`src/ddr_phy_pkg.sv`:
```
// Shared sizes, types and bundles for the DDR3 PHY core-side datapath.
// All AFI buses are ordered by time slot first and DQS group second, so
// slot t of group g starts at bit (t * num_groups + g) * width.
// Modules import this package inside their bodies and use scoped names
// in their port lists.

`default_nettype none

package ddr_phy_pkg;

	localparam int num_groups = 2;
	localparam int group_dq_width = 8;
	localparam int num_slots = 4;
	localparam int num_oe_slots = 2;
	localparam int afi_rate_ratio = 2;

	// Read-valid path
	localparam int extra_vfifo_shift = 1;
	localparam int max_vfifo_offset = 3;
	localparam int read_latency_width = 5;
	localparam int history_depth = 40;
	localparam int tap_width = $clog2(history_depth);
	localparam int offset_width = $clog2(max_vfifo_offset + 1);

	typedef logic [num_slots*num_groups*group_dq_width-1:0] afi_data_t;
	typedef logic [num_slots*num_groups-1:0] afi_mask_t;
	typedef logic [num_oe_slots*num_groups-1:0] afi_group_en_t;
	typedef logic [group_dq_width-1:0] group_dq_t;

	typedef logic [read_latency_width-1:0] read_latency_t;
	typedef logic [offset_width-1:0] vfifo_offset_t;
	typedef logic [tap_width-1:0] tap_index_t;
	typedef logic [num_groups-1:0] group_mask_t;
	typedef logic [afi_rate_ratio-1:0] afi_valid_t;

	// Write request as it arrives from the controller
	typedef struct packed {
		afi_data_t data;
		afi_mask_t mask;
		afi_group_en_t wrdata_en;
		afi_group_en_t dqs_en;
		afi_group_en_t oct_ena;
	} afi_write_t;

	// One DQS group's share of an AFI write cycle
	// Element 0 of every field is time slot t0, matching the DDIO input order
	typedef struct packed {
		group_dq_t [num_slots-1:0] dq;
		logic [num_slots-1:0] mask;
		logic [num_oe_slots-1:0] oe;
		logic [num_oe_slots-1:0] dqs_en;
		logic [num_oe_slots-1:0] oct_ena;
	} group_write_t;

endpackage

`default_nettype wire

```
`src/phy_datapath_top.sv`:
```
// Core-side datapath of one DDR3 PHY data block, single AFI clock.
// Write requests are registered and sliced per DQS group; read enables
// are delayed per group and combined into the AFI read-valid bus.
// Instantiate this in place of the pad-level block when only the AFI
// timing behaviour is needed.

`default_nettype none

module phy_datapath_top (
	input wire logic pll_afi_clk,
	input wire logic reset_n_afi_clk,
	input wire ddr_phy_pkg::afi_write_t afi_write,
	input wire logic afi_rdata_en_full,
	input wire ddr_phy_pkg::read_latency_t seq_read_latency,
	input wire ddr_phy_pkg::group_mask_t seq_read_increment_vfifo,
	input wire logic seq_read_fifo_reset,
	output ddr_phy_pkg::group_write_t group_write [ddr_phy_pkg::num_groups],
	output ddr_phy_pkg::afi_valid_t afi_rdata_valid
);

	import ddr_phy_pkg::*;

	group_mask_t group_rdata_valid;

	write_slot_slicer u_write_slot_slicer (
		.pll_afi_clk (pll_afi_clk),
		.reset_n_afi_clk (reset_n_afi_clk),
		.afi_write (afi_write),
		.group_write (group_write)
	);

	read_valid_delay u_read_valid_delay (
		.pll_afi_clk (pll_afi_clk),
		.reset_n_afi_clk (reset_n_afi_clk),
		.afi_rdata_en_full (afi_rdata_en_full),
		.seq_read_latency (seq_read_latency),
		.seq_read_increment_vfifo (seq_read_increment_vfifo),
		.seq_read_fifo_reset (seq_read_fifo_reset),
		.group_rdata_valid (group_rdata_valid)
	);

	// One more register stage after the group taps
	rdata_valid_combiner u_rdata_valid_combiner (
		.pll_afi_clk (pll_afi_clk),
		.reset_n_afi_clk (reset_n_afi_clk),
		.group_rdata_valid (group_rdata_valid),
		.afi_rdata_valid (afi_rdata_valid)
	);

endmodule

`default_nettype wire

```
`src/rdata_valid_combiner.sv`:
```
// Joins the per-group read-valid bits into the AFI read-valid bus.
// Data is only valid when every DQS group has it, so the groups are
// ANDed and the registered result is copied onto each AFI valid bit.

`default_nettype none

module rdata_valid_combiner (
	input wire logic pll_afi_clk,
	input wire logic reset_n_afi_clk,
	input wire ddr_phy_pkg::group_mask_t group_rdata_valid,
	output ddr_phy_pkg::afi_valid_t afi_rdata_valid
);

	import ddr_phy_pkg::*;

	logic all_valid;

	assign all_valid = &group_rdata_valid;

	always_ff @(posedge pll_afi_clk or negedge reset_n_afi_clk) begin
		if (!reset_n_afi_clk) begin
			afi_rdata_valid <= '0;
		end else begin
			afi_rdata_valid <= {afi_rate_ratio{all_valid}};
		end
	end

	// The controller reads any bit of the bus, so they must never disagree
	a_valid_bits_equal: assert property (
		@(posedge pll_afi_clk) disable iff (!reset_n_afi_clk)
		(afi_rdata_valid == '0) || (afi_rdata_valid == '1)
	) else $error("afi_rdata_valid bits differ: %h", afi_rdata_valid);

endmodule

`default_nettype wire

```
`src/read_valid_delay.sv`:
```
// Read-valid timing for every DQS group.
// The full-rate read enable passes the fixed extra VFIFO shift and then
// a shared history line. Each group taps that line at read latency plus
// its own VFIFO offset, which the sequencer steps with increment pulses.
// A fifo reset pulse empties the line and returns all offsets to zero.

`default_nettype none

module read_valid_delay (
	input wire logic pll_afi_clk,
	input wire logic reset_n_afi_clk,
	input wire logic afi_rdata_en_full,
	input wire ddr_phy_pkg::read_latency_t seq_read_latency,
	input wire ddr_phy_pkg::group_mask_t seq_read_increment_vfifo,
	input wire logic seq_read_fifo_reset,
	output ddr_phy_pkg::group_mask_t group_rdata_valid
);

	import ddr_phy_pkg::*;

	logic [extra_vfifo_shift-1:0] vfifo_shift;
	logic [history_depth-1:0] history;
	vfifo_offset_t offset [num_groups];
	tap_index_t tap [num_groups];

	// Bit k of the history holds the enable sampled k + extra_vfifo_shift
	// edges before the current one
	always_ff @(posedge pll_afi_clk or negedge reset_n_afi_clk) begin
		if (!reset_n_afi_clk) begin
			vfifo_shift <= '0;
			history <= '0;
		end else if (seq_read_fifo_reset) begin
			// The enable sampled together with the pulse is dropped as well
			vfifo_shift <= '0;
			history <= '0;
		end else begin
			for (int i = extra_vfifo_shift - 1; i > 0; i--) begin
				vfifo_shift[i] <= vfifo_shift[i-1];
			end
			vfifo_shift[0] <= afi_rdata_en_full;
			history <= {history[history_depth-2:0], vfifo_shift[extra_vfifo_shift-1]};
		end
	end

	always_comb begin
		for (int g = 0; g < num_groups; g++) begin
			tap[g] = tap_index_t'(seq_read_latency) + tap_index_t'(offset[g]);
		end
	end

	// A new offset is used by the valid computed at the next edge
	always_ff @(posedge pll_afi_clk or negedge reset_n_afi_clk) begin
		if (!reset_n_afi_clk) begin
			offset <= '{default: '0};
			group_rdata_valid <= '0;
		end else if (seq_read_fifo_reset) begin
			offset <= '{default: '0};
			group_rdata_valid <= '0;
		end else begin
			for (int g = 0; g < num_groups; g++) begin
				if (seq_read_increment_vfifo[g]) begin
					if (offset[g] == vfifo_offset_t'(max_vfifo_offset)) begin
						offset[g] <= '0;
					end else begin
						offset[g] <= offset[g] + 1'b1;
					end
				end
				group_rdata_valid[g] <= history[tap[g]];
			end
		end
	end

	// Largest latency plus largest offset must still land inside the line
	for (genvar g = 0; g < num_groups; g++) begin : gen_tap_check
		a_tap_in_range: assert property (
			@(posedge pll_afi_clk) disable iff (!reset_n_afi_clk)
			int'(tap[g]) < history_depth
		) else $error("group %0d tap %0d outside read-valid history", g, tap[g]);
	end

endmodule

`default_nettype wire

```
`src/write_slot_slicer.sv`:
```
// Core-to-periphery register for the AFI write bus.
// The registered bus is cut into one bundle per DQS group with the
// slot-major rule, ready for the per-group output DDIO stages.
// Latency from afi_write to group_write is one clock.

`default_nettype none

module write_slot_slicer (
	input wire logic pll_afi_clk,
	input wire logic reset_n_afi_clk,
	input wire ddr_phy_pkg::afi_write_t afi_write,
	output ddr_phy_pkg::group_write_t group_write [ddr_phy_pkg::num_groups]
);

	import ddr_phy_pkg::*;

	afi_data_t data_q;
	afi_mask_t mask_q;
	afi_group_en_t wrdata_en_q;
	afi_group_en_t dqs_en_q;
	afi_group_en_t oct_ena_q;

	always_ff @(posedge pll_afi_clk) begin
		data_q <= afi_write.data;
		mask_q <= afi_write.mask;
	end

	// The enables must come out of reset low so the pads stay tristated
	always_ff @(posedge pll_afi_clk or negedge reset_n_afi_clk) begin
		if (!reset_n_afi_clk) begin
			wrdata_en_q <= '0;
			dqs_en_q <= '0;
			oct_ena_q <= '0;
		end else begin
			wrdata_en_q <= afi_write.wrdata_en;
			dqs_en_q <= afi_write.dqs_en;
			oct_ena_q <= afi_write.oct_ena;
		end
	end

	for (genvar g = 0; g < num_groups; g++) begin : gen_group
		group_write_t bundle;

		always_comb begin
			for (int t = 0; t < num_slots; t++) begin
				bundle.dq[t] = data_q[(t*num_groups + g)*group_dq_width +: group_dq_width];
				bundle.mask[t] = mask_q[t*num_groups + g];
			end
			// Enables are only two slots wide, one per full-rate cycle
			for (int s = 0; s < num_oe_slots; s++) begin
				bundle.oe[s] = wrdata_en_q[s*num_groups + g];
				bundle.dqs_en[s] = dqs_en_q[s*num_groups + g];
				bundle.oct_ena[s] = oct_ena_q[s*num_groups + g];
			end
		end

		assign group_write[g] = bundle;
	end

	// An X on an enable would drive the DQ pads to an unknown state
	a_enables_known: assert property (
		@(posedge pll_afi_clk) disable iff (!reset_n_afi_clk)
		!$isunknown({wrdata_en_q, dqs_en_q, oct_ena_q})
	) else $error("write enables unknown after reset");

endmodule

`default_nettype wire
```
`config.mk`:
```
export PLATFORM = sky130hd
export DESIGN_NAME = phy_datapath_top
export DESIGN_NICKNAME = d
export VERILOG_FILES = /design/src/ddr_phy_pkg.sv /design/src/phy_datapath_top.sv /design/src/rdata_valid_combiner.sv /design/src/read_valid_delay.sv /design/src/write_slot_slicer.sv
export SDC_FILE = /design/constraint.sdc
export NUM_CORES = 1
export LEC_CHECK = 0
export BUFFER_PORTS_ARGS = -buffer_cell sky130_fd_sc_hd__buf_2
export CAP_MARGIN = 10
export CORE_MARGIN = 4
export CORE_UTILIZATION = 40
export DETAILED_ROUTE_END_ITERATION = 16
export HOLD_SLACK_MARGIN = 0.08
export PLACE_DENSITY = 0.79
export SKIP_CTS_REPAIR_TIMING = 1
export SLEW_MARGIN = 20
export SYNTH_ARGS = -nofsm -noshare
export SYNTH_HDL_FRONTEND = slang
export SYNTH_SLANG_ARGS = --single-unit
```
`constraint.sdc`:
```
create_clock -name pll_afi_clk -period 2.8 [get_ports pll_afi_clk]
set_input_delay 0.14 -clock pll_afi_clk [delete_from_list [all_inputs] [get_ports pll_afi_clk]]
set_output_delay 0.14 -clock pll_afi_clk [all_outputs]
set_load 0.01 [all_outputs]
```
# After elaboration in Yosys (flattened, before gate mapping)
# Index checks and enable logic that the tools add are counted.
# word_totals
mem_count	0
output_inout_bits	86
latch_bits	0
rom_bits	0
input_bits	95
reg_bits	132
elab_cells	34
ram_bits	0
# op_classes
bitwise	0
eq_ne	2
mux	12
n_reduce_logical	3
n_shift	0
n_div	0
mul	0
order_cmp	2
n_addsub	4
# ops
operator	count
two-way mux 40 bit	1
less-than comparator 6 x 7 -> 1 bit (second input constant)	2
adder 5 x 2 -> 6 bit	2
binary-select mux 1 bit (select 6 bit)	2
two-way mux 2 bit	5
adder 2 x 1 -> 2 bit (second input constant)	2
== test 2 bit (second input constant)	2
two-way mux 4 bit	1
nonzero test 2 bit	2
two-way mux 1 bit	3
AND reduction 2 bit	1

# Depth between registers and ports, before layout
# depth
ltp_word	4
ltp_mapped	9
mapped_depth_nobuf	9

# By module
# From an unflattened synthesis, not the netlist that was laid out.
# hier_totals
hier_cells	258
hier_area_um2	4096.4
# modules_own_cells
mod	area_each_um2	instances	seq_area_each_um2	cells_each
read_valid_delay	2316.0	1	1076.0	171
write_slot_slicer	1741.7	1	1741.7	84
rdata_valid_combiner	38.8	1	25.0	3

# Least setup slack after synthesis
# No wires, ideal clock.
# synth_path
path_type	reg2reg
from	reg u_read_valid_delay.offset[0] in the netlist's numbering
to	reg u_read_valid_delay.group_rdata_valid[1]
n_path_buf	2
stages_incl_launch_ff	10
synth_period_minus_slack_ns	2.426
slack_ns	0.374
setup_time_ns	0.092
arrival_ns	2.334
required_time_ns	2.708
path_cell_list	dfrtp_1 -> ha_1 -> fa_1 -> clkbuf_8 -> buf_8 -> mux2i_1 -> a22oi_1 -> nand2_1 -> mux4_2 -> o31ai_2
# synth_via
elab_chain_cells	4
# synth_lines
item	line	rtl
start, declared	read_valid_delay.sv:23	vfifo_offset_t offset [num_groups];
start signal, assigned by index	read_valid_delay.sv:65	offset[g] <= offset[g] + 1'b1;
adder 5 x 2 -> 6 bit	read_valid_delay.sv:47	tap[g] = tap_index_t'(seq_read_latency) + tap_index_t'(offset[g]);
binary-select mux 1 bit (select 6 bit)	read_valid_delay.sv:68	group_rdata_valid[g] <= history[tap[g]];
two-way mux 1 bit (not written as such)	read_valid_delay.sv:68	
two-way mux 2 bit	read_valid_delay.sv:56	end else if (seq_read_fifo_reset) begin
end signal, assigned by index	read_valid_delay.sv:68	
end, declared	read_valid_delay.sv:16	output ddr_phy_pkg::group_mask_t group_rdata_valid
# No other way between the ends. The select of a mux whose other input is x is not followed.
# A chain may end at the register's enable or synchronous reset.

# Worst setup path after layout
# Same ends and word-level chain as after synthesis.

==> flow_metrics.tcl <==
set metrics [dict create \
    max-vdd-ir-drop_uv 469 \
    place_congestion 0.893 \
    crit_arrival_ns 3.02 \
    pin_count 181 \
    viasPerCell 4.69 \
    power.total_mw 4.62 \
    ys_ff_latch 128 \
    area_delta_synth_final_pct 61.0 \
    finalCritPeriodShare_pct 92.9 \
    setup_viol_count_final 0 \
    cts_buffer_depth 2 \
    syn_nets 366 \
    crit_fanout 4 \
    die_area_um2 11900 \
    portBuffers 180 \
    status "complete, no violations" \
    htreeDepth 4 \
    setup_tns_ns 0 \
    cts-root-buf "clkbuf_8" \
    hold_viol 0 \
    antenna_found_initial 0 \
    rsz0062_at_grt "no" \
    cts_inserted_buffers 17 \
    ys_seq_area_share_pct 69.7 \
    p_seq_share_pct 42.0 \
    drive_gt1_share_pct 41.7 \
    overflow 0 \
    drtIter0Drc 135 \
    grt_max_degree 45 \
    cts_tree "built" \
    netSwitchingFraction_pct 24.1 \
    num_rows 36 \
    synth_area_per_cell_um2 15.4 \
    setup.worst_path.end_class "register" \
    power.switching_mw 1.11 \
    grt_pass1_vias 2908 \
    chipWidth_um 109 \
    synth_top_area_share_pct 35.3 \
    power.leakage_nw 3.23 \
    fin_skew_ns 0.00582 \
    drv_slew 0 \
    path_class "reg -> reg" \
    tightest_slew_ns 0.734 \
    layout_common_cells "buf_2, dlygate4sd3_1, dfxtp_1" \
    synthCells 265 \
    relSlewSlack_pct 51.1 \
    routed_wl_um 12600 \
    period_needed_ns 2.60 \
    wl_per_cell_um 18.3 \
    clock_latency_ns 0.50 \
    start_util_pct 41.4 \
    netlist.top_cell.by_area "dfxtp_1" \
    die_y_um 109 \
    synth_cell_type_count 36 \
    grt_pass1_wl_um 15000 \
    cts_sinks 128 \
    combPwrFrac_pct 11.0 \
    drc 0 \
    n_antenna_cell 0 \
    dpl.hpwl_um 7620 \
    start_kind "register" \
    critical_path_required_ns 3.21 \
    firstDrtPassIters 6 \
    p_per_area_nw_per_um2 703 \
    clock.fmax_mhz 384 \
    min_path_type "in -> reg" \
    cap_violations 0 \
    synthTopCellsByArea "dfxtp_1, dfrtp_1, nor2b_1" \
    grt_use_total_pct 17.3 \
    clkPwrFrac_pct 47.0 \
    syn-cell-area_um2 4080 \
    antenna_left 0 \
    ys_warn_count 0 \
    final_common_cell "buf_2" \
    path_clk_slew_ns 0.06 \
    detailroute.via_count 3233 \
    p_int_mw 3.51 \
    r2r_slack_ns 0.20 \
    coreArea_um2 9860 \
    final_nets 645 \
]
## logic make-up after synthesis
group	share of synthesized area (%)
buffers and inverters	2.39
AND/OR/NAND/NOR	8.74
adder cells (fa/ha/maj)	2.21
XOR/XNOR	3.00
AO/OA/AOI/OAI	1.93
multiplexers	12.1
flip-flops	69.7
## layout make-up
cell class                      count  area [um2]
Clock buffer                       21         482
Clock inverter                     11         115
Fill cell                         666        3290
Inverter                            5        18.8
Multi-Input combinational cell    121        1140
Sequential cell                   128        2840
Tap cell                          133         166
Timing Repair Buffer              271        1800
## synth_stat cells
master / instances
mux4_2: 10
o31ai_2: 1
clkbuf_1: 5
nor3_1: 1
buf_2: 1
fa_1: 2
buf_8: 1
a21o_1: 1
xnor2_1: 6
ha_1: 4
mux4_1: 2
a22oi_1: 6
and2_1: 2
xor2_1: 3
a21oi_1: 1
mux4_4: 1
nand2_1: 8
nand4_1: 1
xnor2_2: 1
buf_4: 2
nand4b_1: 1
mux2i_1: 19
a21o_2: 1
and3_2: 1
nor2_1: 7
nor2b_1: 37
nor4_1: 1
nand3_1: 1
and2_2: 1
buf_6: 1
clkbuf_8: 1
inv_1: 5
and4_2: 1
dfrtp_1: 56
xor2_4: 1
dfxtp_1: 72
## sequential cells by signal (all words and copies together) (netlist names)
name                                    cells
u_write_slot_slicer.data_q                 64
u_read_valid_delay.history                 36
u_write_slot_slicer.mask_q                  8
u_read_valid_delay.offset                   4
u_write_slot_slicer.dqs_en_q                4
u_write_slot_slicer.oct_ena_q               4
u_write_slot_slicer.wrdata_en_q             4
u_read_valid_delay.group_rdata_valid        2
u_rdata_valid_combiner.afi_rdata_valid      1
u_read_valid_delay.vfifo_shift              1
## power groups by stage
stage	registers, mW	logic (mW)	clock network [mW]
2_1_floorplan	2.00	0.188	0
3_3_place_gp	1.96	0.393	0
3_5_place_dp	1.97	0.403	0
4_1_cts	1.93	0.405	2.19
5_1_grt	1.94	0.550	2.28
6_report	1.94	0.510	2.17
## routing by layer
layer	up-vias	GRT usage, %	routed length, um
met5	-	0	0
met1	1580	17.5	4870
li1	1453	-	-
met4	0	8.30	347
met2	170	29.7	6590
met3	30	8.47	828
## metrics by stage
step                      instances  cell area (um2)  setup slack (ns)  hold WS (ns)  utilization, %
after detailed placement        570             5090             0.183         0.174            51.6
after global routing            690             6570            0.0471         0.122            66.6
final                           690             6570             0.198         0.131            66.6
after global placement          570             5090             0.254         0.153            51.6
after floorplan                 265             4080             0.374        -0.156               -
after CTS                       602             5690             0.177        -0.367            57.7
## path summary, 6_finish.rpt
check,cells past startpoint,end,from
worst min register to register,1,u_rdata_valid_combiner.afi_rdata_valid[0]$_DFF_PN0_,u_read_valid_delay.group_rdata_valid[1]$_DFF_PN0_
min in group asynchronous,2,u_read_valid_delay.history[34]$_DFF_PN0_,reset_n_afi_clk
worst max-delay path,8,u_read_valid_delay.group_rdata_valid[1]$_DFF_PN0_,u_read_valid_delay.offset[0]$_DFFE_PN0P_
worst min-delay path,3,u_read_valid_delay.group_rdata_valid[1]$_DFF_PN0_,seq_read_latency[4]
worst max register to register,8,u_read_valid_delay.group_rdata_valid[1]$_DFF_PN0_,u_read_valid_delay.offset[0]$_DFFE_PN0P_
max in group asynchronous,3,u_read_valid_delay.history[11]$_DFF_PN0_,reset_n_afi_clk
## worst max-delay path, cell delays in order (launching register included)
cell and delay (ns):
dfrtp_1 0.41, ha_1 0.22, fa_1 0.50, xnor2_2 0.21, and2_2 0.23, a22oi_1 0.19, nand2_1 0.08, mux4_2 0.47
o31ai_2 0.21
Power figures use the tool's default switching activity.
